===== config.mk =====
export PLATFORM = sky130hd
export DESIGN_NAME = rom_loader_top
export DESIGN_NICKNAME = d
export VERILOG_FILES = /design/src/rtl/memory_map_pkg.sv /design/src/rtl/host_io_pkg.sv /design/src/rtl/rom_loader_top.sv /design/src/rtl/backup_control.sv /design/src/rtl/cart_write_port.sv /design/src/rtl/halfword_packer.sv /design/src/rtl/download_select.sv
export SDC_FILE = /design/constraint.sdc
export NUM_CORES = 1
export LEC_CHECK = 0
export BUFFER_PORTS_ARGS = -buffer_cell sky130_fd_sc_hd__buf_2
export CORE_ASPECT_RATIO = 2
export CORE_MARGIN = 5
export CORE_UTILIZATION = 35
export DETAILED_ROUTE_END_ITERATION = 7
export PLACE_DENSITY = 0.69
export SYNTH_ARGS = -nofsm -noshare
export SYNTH_HDL_FRONTEND = slang
export SYNTH_HIERARCHICAL = 1
export SYNTH_SLANG_ARGS = --single-unit

===== constraint.sdc =====
create_clock -name clk_1x -period 2.42 [get_ports clk_1x]
set_input_delay 0.484 -clock clk_1x [delete_from_list [all_inputs] [get_ports clk_1x]]
set_output_delay 0.484 -clock clk_1x [all_outputs]
set_load 0.02 [all_outputs]

===== src/rtl/memory_map_pkg.sv =====
// Target memory types; cartridge addresses are byte addresses, PIF addresses are word addresses
package memory_map_pkg;

	// ======================================================================
	// Targets of the download
	// ======================================================================

	// One assembled 32-bit word
	typedef logic [31:0] word_t;

	// PIF boot ROM, 1024 words of 32 bits
	typedef logic [9:0] pif_addr_t;

	// Cartridge memory byte address
	typedef logic [26:0] ram_addr_t;

	// Cartridge image starts at 8 MiB
	localparam ram_addr_t CART_BASE = 27'd8388608;

endpackage


===== src/rtl/host_io_pkg.sv =====
// Host download port types and file index codes; index codes compare on index bits 5..0 only
package host_io_pkg;

	// ======================================================================
	// Host download port
	// ======================================================================

	// Byte address of the halfword on the host bus
	typedef logic [26:0] host_addr_t;

	typedef logic [15:0] halfword_t;

	// Full download index as sent by the host
	typedef logic [7:0] file_index_t;

	// Index code, the low six bits of the download index
	typedef logic [5:0] index_code_t;

	localparam index_code_t INDEX_PIF  = 6'd0;
	localparam index_code_t INDEX_CART = 6'd1;

	// Selects the upper half of the PIF ROM
	localparam int PIF_BANK_BIT = 6;

endpackage

===== src/rtl/rom_loader_top.sv =====
// ROM download pipeline top; the host keeps 4 idle cycles after each second-half strobe
`timescale 1ns/100ps

module rom_loader_top (
	input  logic                      clk_1x,
	input  logic                      reset,
	input  logic                      ioctl_download,
	input  host_io_pkg::file_index_t  ioctl_index,
	input  logic                      ioctl_wr,
	input  host_io_pkg::host_addr_t   ioctl_addr,
	input  host_io_pkg::halfword_t    ioctl_dout,
	output logic                      ioctl_wait,
	input  logic                      ram_ready,
	output logic                      ram_wr,
	output memory_map_pkg::ram_addr_t ram_addr,
	output memory_map_pkg::word_t     ram_data,
	output logic                      cart_loaded,
	output logic                      pif_wren,
	output memory_map_pkg::pif_addr_t pif_wraddress,
	output memory_map_pkg::word_t     pif_wrdata,
	input  logic                      load_request,
	input  logic                      save_request,
	input  logic                      autosave_off,
	input  logic                      osd_open,
	input  logic                      img_mounted,
	input  logic                      img_readonly,
	input  logic [31:0]               img_size,
	input  logic                      change_pending,
	output logic                      bk_load,
	output logic                      bk_save,
	output logic                      use_img,
	output logic                      led_user
);

	import host_io_pkg::*;
	import memory_map_pkg::*;

	logic      pif_half_wr;
	logic      cart_half_wr;
	logic      upper_half;
	logic      cart_active;
	halfword_t half_data;
	pif_addr_t pif_addr;
	ram_addr_t cart_addr;
	logic      cart_word_wr;
	word_t     cart_word_data;
	ram_addr_t cart_word_addr;

	download_select download_select_inst (
		.clk_1x(clk_1x), .reset(reset), .ioctl_download(ioctl_download),
		.ioctl_index(ioctl_index), .ioctl_wr(ioctl_wr), .ioctl_addr(ioctl_addr),
		.ioctl_dout(ioctl_dout), .pif_half_wr(pif_half_wr), .cart_half_wr(cart_half_wr),
		.upper_half(upper_half), .cart_active(cart_active), .half_data(half_data),
		.pif_addr(pif_addr), .cart_addr(cart_addr)
	);

	// Boot ROM words go straight out
	halfword_packer #(.addr_t(pif_addr_t), .swap_bytes(1'b1)) pif_packer (
		.clk_1x(clk_1x), .reset(reset), .half_wr(pif_half_wr), .upper_half(upper_half),
		.half_data(half_data), .half_addr(pif_addr), .word_wr(pif_wren),
		.word_data(pif_wrdata), .word_addr(pif_wraddress)
	);

	halfword_packer #(.addr_t(ram_addr_t), .swap_bytes(1'b0)) cart_packer (
		.clk_1x(clk_1x), .reset(reset), .half_wr(cart_half_wr), .upper_half(upper_half),
		.half_data(half_data), .half_addr(cart_addr), .word_wr(cart_word_wr),
		.word_data(cart_word_data), .word_addr(cart_word_addr)
	);

	cart_write_port cart_write_port_inst (
		.clk_1x(clk_1x), .reset(reset), .word_wr(cart_word_wr), .cart_active(cart_active),
		.ram_ready(ram_ready), .word_data(cart_word_data), .word_addr(cart_word_addr),
		.ram_wr(ram_wr), .ioctl_wait(ioctl_wait), .cart_loaded(cart_loaded),
		.ram_data(ram_data), .ram_addr(ram_addr)
	);

	backup_control backup_control_inst (
		.clk_1x(clk_1x), .reset(reset), .cart_active(cart_active),
		.load_request(load_request), .save_request(save_request),
		.autosave_off(autosave_off), .osd_open(osd_open), .img_mounted(img_mounted),
		.img_readonly(img_readonly), .img_size(img_size), .change_pending(change_pending),
		.bk_load(bk_load), .bk_save(bk_save), .use_img(use_img), .led_user(led_user)
	);

endmodule


===== src/rtl/backup_control.sv =====
// Backup request logic; bk_load and led_user are combinational, img_size is nonzero for usable images
`timescale 1ns/100ps

module backup_control (
	input  logic        clk_1x,
	input  logic        reset,
	input  logic        cart_active,
	input  logic        load_request,
	input  logic        save_request,
	input  logic        autosave_off,
	input  logic        osd_open,
	input  logic        img_mounted,
	input  logic        img_readonly,
	input  logic [31:0] img_size,
	input  logic        change_pending,
	output logic        bk_load,
	output logic        bk_save,
	output logic        use_img,
	output logic        led_user
);

	logic osd_open_d;
	logic cart_active_d;
	logic osd_rise;

	assign osd_rise = osd_open & ~osd_open_d;

	// ======================================================================
	// Load and save requests
	// ======================================================================

	// A mounted image reloads while a cartridge comes in
	assign bk_load = load_request | (cart_active & img_mounted);

	// Autosave on menu open
	assign bk_save = save_request | (osd_rise & ~autosave_off);

	assign led_user = cart_active | change_pending;

	// ======================================================================
	// Mounted image state
	// ======================================================================

	always_ff @(posedge clk_1x) begin
		if (reset) begin
			osd_open_d    <= 1'b0;
			cart_active_d <= 1'b0;
			use_img       <= 1'b0;
		end else begin
			osd_open_d    <= osd_open;
			cart_active_d <= cart_active;
			// New cartridge drops the old image
			if (cart_active & ~cart_active_d)
				use_img <= 1'b0;
			if (img_mounted && (img_size != 32'd0) && !img_readonly)
				use_img <= 1'b1;
		end
	end

endmodule


===== src/rtl/cart_write_port.sv =====
// Memory write stage; ram_ready is taken as the answer to the last ram_wr, one write in flight
`timescale 1ns/100ps

module cart_write_port (
	input  logic                      clk_1x,
	input  logic                      reset,
	input  logic                      word_wr,
	input  logic                      cart_active,
	input  logic                      ram_ready,
	input  memory_map_pkg::word_t     word_data,
	input  memory_map_pkg::ram_addr_t word_addr,
	output logic                      ram_wr,
	output logic                      ioctl_wait,
	output logic                      cart_loaded,
	output memory_map_pkg::word_t     ram_data,
	output memory_map_pkg::ram_addr_t ram_addr
);

	always_ff @(posedge clk_1x) begin
		if (word_wr) begin
			ram_data <= word_data;
			ram_addr <= word_addr;
		end
	end

	// ======================================================================
	// Write request and host hold
	// ======================================================================

	always_ff @(posedge clk_1x) begin
		if (reset) begin
			ram_wr      <= 1'b0;
			ioctl_wait  <= 1'b0;
			cart_loaded <= 1'b0;
		end else begin
			ram_wr <= word_wr;
			// Stays set until reset
			if (cart_active)
				cart_loaded <= 1'b1;
			if (!cart_active)
				ioctl_wait <= 1'b0;
			else if (word_wr)
				ioctl_wait <= 1'b1;
			else if (ram_ready)
				ioctl_wait <= 1'b0;
		end
	end

endmodule


===== src/rtl/halfword_packer.sv =====
// Joins two halfwords into a word; the first half must arrive before the second, address from first
`timescale 1ns/100ps

module halfword_packer #(
	parameter type addr_t     = logic [9:0],
	parameter bit  swap_bytes = 1'b0
) (
	input  logic                   clk_1x,
	input  logic                   reset,
	input  logic                   half_wr,
	input  logic                   upper_half,
	input  host_io_pkg::halfword_t half_data,
	input  addr_t                  half_addr,
	output logic                   word_wr,
	output memory_map_pkg::word_t  word_data,
	output addr_t                  word_addr
);

	import host_io_pkg::*;

	halfword_t half_ordered;
	logic      goes_high;

	// PIF data is byte swapped within each halfword
	assign half_ordered = swap_bytes ? {half_data[7:0], half_data[15:8]} : half_data;

	// Swapped order puts the first half on top, straight order at the bottom
	assign goes_high = upper_half ^ swap_bytes;

	// ======================================================================
	// Word assembly
	// ======================================================================

	always_ff @(posedge clk_1x) begin
		if (half_wr) begin
			if (goes_high)
				word_data[31:16] <= half_ordered;
			else
				word_data[15:0] <= half_ordered;
			if (!upper_half)
				word_addr <= half_addr;
		end
	end

	// Pulse once the second half is in
	always_ff @(posedge clk_1x) begin
		if (reset)
			word_wr <= 1'b0;
		else
			word_wr <= half_wr & upper_half;
	end

endmodule


===== src/rtl/download_select.sv =====
// First stage; the host must not strobe while ioctl_wait is high, outputs lag the host by one cycle
`timescale 1ns/100ps

module download_select (
	input  logic                     clk_1x,
	input  logic                     reset,
	input  logic                     ioctl_download,
	input  host_io_pkg::file_index_t ioctl_index,
	input  logic                     ioctl_wr,
	input  host_io_pkg::host_addr_t  ioctl_addr,
	input  host_io_pkg::halfword_t   ioctl_dout,
	output logic                     pif_half_wr,
	output logic                     cart_half_wr,
	output logic                     upper_half,
	output logic                     cart_active,
	output host_io_pkg::halfword_t   half_data,
	output memory_map_pkg::pif_addr_t pif_addr,
	output memory_map_pkg::ram_addr_t cart_addr
);

	import host_io_pkg::*;
	import memory_map_pkg::*;

	logic is_pif;
	logic is_cart;

	// Index decode, done once for both targets
	assign is_pif  = ioctl_download && (ioctl_index[5:0] == INDEX_PIF);
	assign is_cart = ioctl_download && (ioctl_index[5:0] == INDEX_CART);

	// ======================================================================
	// Strobes and download level
	// ======================================================================

	always_ff @(posedge clk_1x) begin
		if (reset) begin
			pif_half_wr  <= 1'b0;
			cart_half_wr <= 1'b0;
			cart_active  <= 1'b0;
		end else begin
			pif_half_wr  <= ioctl_wr & is_pif;
			cart_half_wr <= ioctl_wr & is_cart;
			cart_active  <= is_cart;
		end
	end

	// ======================================================================
	// Halfword and target addresses
	// ======================================================================

	always_ff @(posedge clk_1x) begin
		if (ioctl_wr) begin
			// Bit 1 set marks the second half of a word
			upper_half <= ioctl_addr[1];
			half_data  <= ioctl_dout;
			// Bank bit on top of the word index
			pif_addr   <= {ioctl_index[PIF_BANK_BIT], ioctl_addr[10:2]};
			cart_addr  <= ioctl_addr + CART_BASE;
		end
	end

endmodule


**Word-level counts from Yosys, hierarchy flattened**

Cells that the tools add are included.

- Register bits after elaboration: 225
- Bits of input ports: 95
- Output and inout bits: 109
- Word-level logic and storage cells: 59

- Equality and inequality tests: 1
- Add/sub/neg operators: 1
- Muxes and demuxes: 4
- Bitwise logic cells: 16
- Reduce and logical (&&, ||, !) cells: 14

Operators with widths:

| kind | count |
|---|---|
| 32-bit nonzero test | 1 |
| 27-bit by 24-bit adder with 27-bit output (second input constant) | 1 |
| 1-bit bitwise AND | 8 |
| 2-bit AND reduction | 4 |
| 6-bit by 1-bit equality test with 1-bit output (second input constant) | 1 |
| 6-bit logical NOT | 1 |
| 1-bit inverter | 5 |
| 1-bit logical AND | 4 |
| 1-bit two-way mux | 4 |
| 2-bit nonzero test | 2 |
| 1-bit bitwise OR | 3 |
| 2-bit OR reduction | 1 |
| 1-bit logical NOT | 1 |

**Longest topological paths before layout**

Gate-level depths: netlist of run 1.

- Word-level depth: 4
- Depth in mapped cells: 3
- Depth with buffers taken out: 3

**Modules after synthesis**

The synthesis of run 1 kept the hierarchy.

Modules (own cells, without submodules):

| module | cells each | seq. area each (µm²) | instances | area each (µm²) |
|---|---|---|---|---|
| cart_write_port | 68 | 1,831.8 | 1 | 1,865.5 |
| halfword_packer (cart_packer) | 63 | 1,791.7 | 1 | 1,818.0 |
| download_select | 68 | 1,381.3 | 1 | 1,552.7 |
| halfword_packer (pif_packer) | 46 | 1,281.2 | 1 | 1,307.5 |
| backup_control | 24 | 60.1 | 1 | 196.4 |

**Worst setup path after synthesis of run 1**

No wires, ideal clock.

- Path kind: register to register
- From: register cart_packer.word_wr
- To: register cart_write_port_inst.ram_addr[0], enable pin
- Stages on the path, launching flop included: 1
- Path buffers: 0
- Library setup time: 0.422 ns
- Period minus slack after synthesis: 2.008 ns
- Path slack: 0.412 ns
- Data required time: 1.998 ns
- Arrival: 1.586 ns
- Cell sequence: dfxtp_1

RTL lines:

| element | line | source |
|---|---|---|
| start: declaration | halfword_packer.sv:14 | `output logic word_wr,` |
| start signal: assignment | halfword_packer.sv:50 | `word_wr <= half_wr & upper_half;` |
| end signal: assignment | cart_write_port.sv:22 | `ram_addr <= word_addr;` |
| end: declaration | cart_write_port.sv:16 | `output memory_map_pkg::ram_addr_t ram_addr` |

No word-level cell between the ends.

**Worst setup path in the final report of run 1**

- From: register download_select_inst.cart_active
- To: output port led_user

- Cells in the longest elaborated chain, start to end: 1

Ends and longest elaborated chain:

| element | line | source |
|---|---|---|
| start: declaration | download_select.sv:15 | `output logic cart_active,` |
| start signal: assignment | download_select.sv:43 | `cart_active <= is_cart;` |
| 1-bit bitwise OR | backup_control.sv:38 | `assign led_user = cart_active \| change_pending;` |
| end: declaration | rom_loader_top.sv:32 | `output logic led_user` |

No other way between the ends.

==> results of run 1 <==
[area by class of cell]
| cell class | count | area share, % |
|---|---|---|
| Multi-Input combinational cell | 42 | 3.59 |
| Inverter | 2 | 0.0866 |
| Timing Repair Buffer | 207 | 12.5 |
| Antenna cell | 1 | 0.0289 |
| Clock buffer | 23 | 5.77 |
| Tap cell | 255 | 3.68 |
| Clock inverter | 10 | 1.10 |
| Sequential cell | 215 | 73.2 |
[registers in the layout, summed over array words and instances, names as in the netlist, 10 cells and up]
name,cells
download_select_inst/cart_addr,18
download_select_inst/half_data,16
cart_write_port_inst/ram_addr,27
pif_packer/word_addr,10
pif_packer/word_data,32
cart_packer/word_addr,27
download_select_inst/pif_addr,10
cart_write_port_inst/ram_data,32
cart_packer/word_data,32
[worst max path at each step]
stage,cells after the start,start,slack [ns],end
CTS,2,download_select_inst/cart_active,0.62,led_user
finish,2,download_select_inst/cart_active,0.63,led_user
global placement,1,download_select_inst/cart_addr[1],0.86,pif_packer/word_data[28]
floorplan,0,cart_packer/word_wr,0.41,cart_write_port_inst/ram_addr[0]
detailed placement,1,download_select_inst/cart_addr[1],0.79,pif_packer/word_data[26]
global route,2,download_select_inst/cart_active,0.59,led_user
[worst max-delay path, stage by stage (launching register included)]
cell and delay [ns]:
dfxtp_1 0.37, or2_2 0.31, buf_2 0.16
[Yosys cell counts (2+ instances only)]
cell type,n,area [um^2]
nor2_1,3,11.3
edfxtp_1,204,6130
buf_4,10,75.1
a21o_1,2,15.0
and3b_2,2,20.0
and2b_2,2,17.5
nor4_1,8,50.1
inv_1,2,7.51
nor2b_1,5,31.3
and4_1,2,17.5
dfxtp_1,11,220
and2_2,2,15.0
[kinds of logic after synthesis]
| group | count (synthesis) | synth area share, % |
|---|---|---|
| buffers and inverters | 12 | 1.23 |
| AO/OA/AOI/OAI | 5 | 0.575 |
| XOR/XNOR | 2 | 0.260 |
| AND/OR/NAND/NOR | 34 | 3.60 |
| adder cells (fa/ha/maj) | 1 | 0.186 |
| flip-flops | 215 | 94.2 |
[routing by layer]
| metal | vias to the layer above | routed length (um) |
|---|---|---|
| met5 | - | 0 |
| met4 | 0 | 576 |
| met3 | 39 | 918 |
| met2 | 153 | 7480 |
| met1 | 1525 | 4600 |
| li1 | 1492 | - |
[per-stage QoR]
step           area [um^2]  hold slack (ns)  setup slack (ns)  instances  util, %
6_report              8670            0.184             0.633        755     45.8
5_1_grt               8670            0.155             0.586        754     45.8
2_1_floorplan         6740            0.400             0.412        269        -
4_1_cts               8670            0.160             0.615        754     45.8
3_3_place_gp          8070            0.401             0.860        721     42.7
3_5_place_dp          8070            0.405             0.792        721     42.7
[report_power, final]
part / switching, mW / leakage, nW / internal [mW] / total [mW]
Clock: 1.27 / 0.291 / 1.61 / 2.88
Combinational: 0.0644 / 0.977 / 0.0721 / 0.136
Sequential: 0.0366 / 1.96 / 4.14 / 4.17
==> impl_metrics.yaml, run 1 <==
run_status:
  status: "finished clean"
synth:
  ys_seq_area_share_pct: 94.2
  yosys_register_bits: 215
  synthesis.nets: 365
  netlist_area_mm2: 0.00674
  synthCells: 269
  synth_flop_cell: "edfxtp_1"
  synth-async-reset-ratio_pct: 0
  yosys_warnings: 6
  syn_avg_cell_area_um2: 25.1
  synth_edf_count: 204
  ys_types: 28
sta:
  timing.slew.headroom_pct: 47.9
  rsz0062_at_grt: "false"
  min_period_over_period_pct: 73.8
  setup_tns_ns: 0
  max_freq_mhz: 560
  tightest_slew_ns: 0.782
  hold_viol: 0
  min_period_ns: 1.79
  maxSlewViolCount: 0
  skew_ns: 0.00682
  setup_viol: 0
layout:
  seq_area_mm2: 0.00635
  nets: 583
  multi_input_area_um2: 312
  layout_common_cells: "edfxtp_1 (204), buf_2 (202), clkbuf_16 (19)"
  layout_commonest_cell: "edfxtp_1"
  area_growth_pct: 28.6
  fillers: 1623
  drive_gt1_share_pct: 49.5
power:
  total_power_mw: 7.19
  powerDensity_mw_per_mm2: 829
  p_leak_nw: 3.23
  peakVddDrop_mv: 0.426
placed_design:
  io_buffers: 202
  place_congestion: 0.855
  dp_hpwl_um: 9700
floorplanning:
  die_height_um: 206
  die_x_um: 108
  coreArea_mm2: 0.0189
  io_pins: 204
  num_rows: 71
  dieArea_mm2: 0.0223
  start_util_pct: 35.6
grt:
  use_met3_pct: 2.31
  grt_usage_pct: 12.2
  grt_first_pass_wirelength_um: 20200
  grt.overflow.total: 0
  busiest_layer: "met2"
  grt_antenna_before_repair: 0
  grt_pass1_vias: 3594
  grt_max_degree: 42
  grt_use_met2_pct: 22.5
  use_met1_pct: 12.8
worst_hold_path:
  min_to: "download_select_inst/cart_addr[21]"
  hold_depth: 1
  min_from: "ioctl_addr[21]"
  worstHoldPathType: "in -> reg"
worst_setup_path:
  cp-end-kind: "output port"
  r2r_start: "download_select_inst/cart_addr[1]"
  cp_max_fo: 6
  r2r_slack_ns: 0.83
  crit_required_ns: 1.94
  r2r_cells: 1
  critPathKind: "reg -> out"
  start_kind: "register"
  arrival_ns: 1.30
  regToRegEndpoint: "pif_packer/word_addr[8]"
drt:
  vias_per_cell: 4.25
  dr_total_vias: 3209
  antenna_left: 0
  wl_per_cell_um: 18.0
  drtPass1Iterations: 4
  wl_um: 13600
  drc: 0
  drtIter0Drc: 144
clock_tree:
  clk_path_buf_depth: 3
  cts-hold-fix-buffers: 0
  ctsResizeCount: 0
  ctsRootBufferMaster: "clkbuf_16"
  htreeDepth: 1
  cts.sinks: 215
  post-cts-setup-buffers: 0
  cts_tree: "done"
  clkTransAtPathRegs_ns: 0.06
  insertion_delay_ns: 0.47
  cts_buffers: 19
job:
  cap_violations: 0
Note: power is estimated with default switching activity, not from simulation.
==> run 2, diff against run 1 <==
- PLACE_DENSITY: 0.69 -> 0.71
- clock period: 2.42 -> 1.4 ns (I/O delays scaled with it)
==> run 2 against run 1 <==
Critical endpoint unchanged. Combinational power increased by 140%. The flow now finishes with violations (negative setup slack). Clock power increased by 81%. Cell area increased by 6.5%. Wire length decreased by 0.60%. Non-clock buffer count increased by 46.
==> impl_metrics.yaml, run 2 (synthesis gave the netlist of run 1 again) <==
floorplanning:
  coreArea_mm2: 0.0189
  die_height_um: 206
  die_x_um: 108
  dieArea_mm2: 0.0223
  start_util_pct: 35.6
  io_pins: 204
  num_rows: 71
sta:
  setup_ws_ns: -0.0707
  timing.slew.headroom_pct: 77.5
  max_freq_mhz: 680
  rsz0062_at_grt: "true"
  skew_ns: 0.0123
  hold_viol: 0
  setup_viol: 2
  min_period_over_period_pct: 105
  maxSlewViolCount: 0
  min_period_ns: 1.47
  tightest_slew_ns: 0.337
layout:
  layout_common_cells: "edfxtp_1 (204), buf_2 (199), dlygate4sd3_1 (42)"
  layout_commonest_cell: "edfxtp_1"
  reg.largest.list: "cart_packer/word_data: 32 flops, cart_write_port_inst/ram_data: 32 flops, pif_packer/word_data: 32 flops"
  fin_area_mm2: 0.00923
  drive_gt1_share_pct: 45.7
  area_growth_pct: 37.0
  nets: 629
worst_setup_path:
  crit_family: "flip-flops"
  path_cells: "or2_4 -> buf_6"
  path_buf_inv: 1
  cpPeakStageDelay_ns: 0.36
  crit_required_ns: 1.12
  cp-end-kind: "output port"
  regToRegEndpoint: "cart_packer/word_addr[15]"
  arrival_ns: 1.19
  crit_cells: 2
  start_kind: "register"
  r2r_slack_ns: 0.13
  r2r_cells: 2
  worst_path_max_delay_cell: "dfxtp_4"
  cp_max_fo: 6
  r2r_start: "download_select_inst/cart_addr[1]"
  critPathKind: "reg -> out"
placed_design:
  place_congestion: 0.826
  dp_hpwl_um: 9500
  io_buffers: 202
  placed_area_mm2: 0.00817
power:
  total_power_mw: 12.7
  powerDensity_mw_per_mm2: 1380
  peakVddDrop_mv: 0.802
  p_leak_nw: 3.46
worst_hold_path:
  hold_depth: 2
  min_from: "osd_open"
  worstHoldPathType: "in -> reg"
  min_to: "backup_control_inst/osd_open_d"
clock_tree:
  htreeDepth: 1
  clk_path_buf_depth: 3
  cts.sinks: 215
  cts_buffers: 19
  post-cts-setup-buffers: 0
  ctsRootBufferMaster: "clkbuf_16"
  insertion_delay_ns: 0.48
  cts_tree: "done"
  clkTransAtPathRegs_ns: 0.06
drt:
  wl_um: 13500
  drtPass1Iterations: 4
  drc: 0
  vias_per_cell: 4.19
  wl_per_cell_um: 16.8
  dr_total_vias: 3353
  drtIter0Drc: 127
  antenna_left: 0
grt:
  grt_usage_pct: 12.0
  grt.overflow.total: 0
  grt_antenna_before_repair: 1
  grt_max_degree: 46
  grt_pass1_vias: 3719
  grt_first_pass_wirelength_um: 20100
run_status:
  violations: "negative setup slack"
  status: "finished, violations left"
job:
  cap_violations: 0
==> run 2: layout make-up <==
| type | count | area, um^2 |
|---|---|---|
| fillers | 1545 | 9690 |
| diodes | 1 | 2.50 |
| multi-input cells | 42 | 315 |
| clock buffers | 24 | 494 |
| well taps | 255 | 319 |
| repair buffers | 253 | 1620 |
| inverters | 2 | 7.51 |
| flip-flops and latches | 215 | 6350 |
| clock inverters | 9 | 125 |
==> run 2: worst max path at each step <==
| stage | start | end | slack [ns] |
|---|---|---|---|
| final | download_select_inst/cart_active | led_user | -0.07 |
| after global routing | download_select_inst/cart_active | led_user | -0.11 |
| after floorplan | cart_packer/word_wr | cart_write_port_inst/ram_addr[0] | 0.02 |
| after detailed placement | ioctl_index[3] | download_select_inst/cart_active | 0.09 |
| after global placement | download_select_inst/cart_addr[1] | cart_packer/word_addr[15] | 0.14 |
| after CTS | download_select_inst/cart_active | led_user | -0.09 |
==> run 2: per-stage QoR <==
step,setup WS [ns],hold slack (ns),setup TNS [ns],instances,util (%)
floorplan,0.0249,0.351,0,269,-
global placement,0.142,0.401,0,725,43.2
detailed placement,0.0879,0.405,0,725,43.2
CTS,-0.0938,0.0189,-0.184,800,48.8
global route,-0.109,0.0226,-0.250,801,48.8
finish,-0.0707,0.0360,-0.114,801,48.8
==> run 2: repair_timing <==
item,in CTS,in global routing
gates resized for setup,9,0
hold buffers,42,0
pin swaps,3,0
setup endpoints to repair,3,3
endpoints found under the hold margin,41,0
==> run 2: where the power goes <==
group | internal (mW) | total (mW) | switching [mW]
Sequential | 7.15 | 7.22 | 0.0636
Clock | 3.07 | 5.20 | 2.13
Combinational | 0.203 | 0.330 | 0.127
==> run 2: metal layers <==
metal | track usage, % | up-vias | part of all wire (%)
li1 | - | 1586 | -
met1 | 11.9 | 1576 | 33
met2 | 23.1 | 158 | 56
met3 | 2.44 | 33 | 7.3
met4 | 5.69 | 0 | 3.7
met5 | 0 | - | 0
==> run 3, diff against run 2 <==
- PLACE_DENSITY: 0.71 -> unset
==> run 3 against run 2 <==
The flow still finishes with violations (negative setup slack). Non-clock buffer count up 1. First-iteration DRC count down 10%. Hold slack better by 0.026 ns. Sequential share of layout area up 0.25 points. Cell area down 0.37%. Worst setup slack better by 0.0086 ns. Combinational power up 2%. Critical path type unchanged. Critical endpoint unchanged.
==> impl_metrics.yaml, run 3 (synthesis gave the netlist of run 1 again) <==
run_status:
  status: "finished, violations left"
  violations: "negative setup slack"
floorplanning:
  die_height_um: 206
  coreArea_mm2: 0.0189
  start_util_pct: 35.6
  dieArea_mm2: 0.0223
  num_rows: 71
  die_x_um: 108
  io_pins: 204
layout:
  nets: 629
  area_growth_pct: 36.5
  layout_commonest_cell: "edfxtp_1"
  reg.largest.list: "cart_packer/word_data: 32 flops, cart_write_port_inst/ram_data: 32 flops, pif_packer/word_data: 32 flops"
  layout_common_cells: "edfxtp_1 (204), buf_2 (199), dlygate4sd3_1 (42)"
  seq_area_mm2: 0.00635
  fin_cells: 800
  fillers: 1585
  fin_util_pct: 48.6
  drive_gt1_share_pct: 46.1
  num_antenna_cells: 0
  multi_input_area_um2: 315
worst_setup_path:
  path_cells: "or2_4 -> buf_6"
  start_kind: "register"
  arrival_ns: 1.18
  r2r_cells: 1
  cp_max_fo: 3
  cp-end-kind: "output port"
  critPathKind: "reg -> out"
  crit_required_ns: 1.12
  cpPeakStageDelay_ns: 0.36
  worst_path_max_delay_cell: "dfxtp_4"
grt:
  grt_usage_pct: 12.2
  grt.overflow.total: 0
  grt_antenna_before_repair: 0
  grt_pass1_vias: 3793
  grt_first_pass_wirelength_um: 20400
  grt_max_degree: 44
power:
  pwr-share-clk_pct: 40.0
  internal_power_mw: 10.3
  p_leak_nw: 3.45
  total_power_mw: 12.6
  p_comb_share_pct: 2.7
  netSwitchingFraction_pct: 17.9
  powerDensity_mw_per_mm2: 1370
  peakVddDrop_mv: 0.810
  seqPwrFrac_pct: 57.3
  switchingPower_mw: 2.26
sta:
  min_period_over_period_pct: 104
  hold_viol: 0
  min_period_ns: 1.46
  max_freq_mhz: 684
  rsz0062_at_grt: "true"
  tightest_slew_ns: 0.489
  setup_ws_ns: -0.0622
  maxSlewViolCount: 0
  setup_tns_ns: -0.0994
  setup_viol: 3
  skew_ns: 0.00712
  timing.slew.headroom_pct: 67.4
placed_design:
  dp_hpwl_um: 9870
  io_buffers: 202
  dpl.cell_count: 725
  place_congestion: 0.792
drt:
  vias_per_cell: 4.23
  drc: 0
  wl_per_cell_um: 17.2
  drtIter0Drc: 114
  dr_total_vias: 3382
  antenna_left: 0
  drtPass1Iterations: 4
  wl_um: 13700
clock_tree:
  cts_tree: "done"
  htreeDepth: 1
  ctsRootBufferMaster: "clkbuf_16"
  clk_path_buf_depth: 3
  cts.sinks: 215
  cts_buffers: 18
  clkTransAtPathRegs_ns: 0.07
  insertion_delay_ns: 0.47
job:
  cap_violations: 0
worst_hold_path:
  worstHoldPathType: "in -> reg"
  hold_depth: 2
-- run 3: cell count changes in the layout (fill, tap and decap cells not counted), sizes merged --
| cell | delta |
|---|---|
| clkbuf | +1 |
| clkinv | +1 |
| buf | +1 |
| bufinv | -1 |
| inv | -2 |
| diode | -1 |
-- run 3: final timing paths --
check / from / end / slack (ns)
worst max-delay path: download_select_inst/cart_active / led_user / -0.06
worst min-delay path: osd_open / backup_control_inst/osd_open_d / 0.06
worst max register to register: download_select_inst/cart_addr[1] / pif_packer/word_data[12] / 0.10
worst min register to register: cart_packer/word_addr[19] / cart_write_port_inst/ram_addr[19] / 0.41
-- run 3: layout make-up --
cell class	instances	share of cell area, %
timing repair buffer	254	17.4
sequential	215	69.0
multi-input combinational	42	3.43
tap	255	3.47
inverter	2	0.0816
clock buffer	25	5.63
clock inverter	7	0.952
-- run 3: power groups by stage --
stage,Combinational (mW),Clock [mW],Sequential (mW)
2_1_floorplan,0.0647,0,7.34
3_5_place_dp,0.240,0,7.37
4_1_cts,0.342,5.21,7.22
6_report,0.338,5.03,7.22
3_3_place_gp,0.236,0,7.35
5_1_grt,0.366,5.45,7.23
-- run 3: worst max-delay path: cells and delay by family (launching register included) --
kind,cells,cell delay [ns]
DFF,1,0.36
and+or+nand+nor,1,0.22
buffers and inverters,1,0.13
-- run 3: metal layers --
layer,share of wire [%],routed length [um],track usage [%]
met1,30,4140,11.1
met5,0,0,0
met4,2.8,386,4.88
met3,6.6,908,2.19
met2,60,8300,25.4
-- run 3: what timing repair did --
item                                   4_1_cts  5_1_grt
pin swaps                                    3        0
gates resized for setup                      9        0
cloned                                       0        0
setup endpoints to repair                    3        3
setup buffers                                1        0
endpoints found under the hold margin       41        0
hold buffers                                42        0
-- run 3: per-stage QoR --
step	area, um^2	setup WS, ns	hold slack [ns]
6_report	9200	-0.0622	0.0620
5_1_grt	9200	-0.0986	0.0696
4_1_cts	9200	-0.0884	0.0449
3_5_place_dp	8140	0.0553	0.405
3_3_place_gp	8140	0.137	0.401
2_1_floorplan	6740	0.0249	0.351
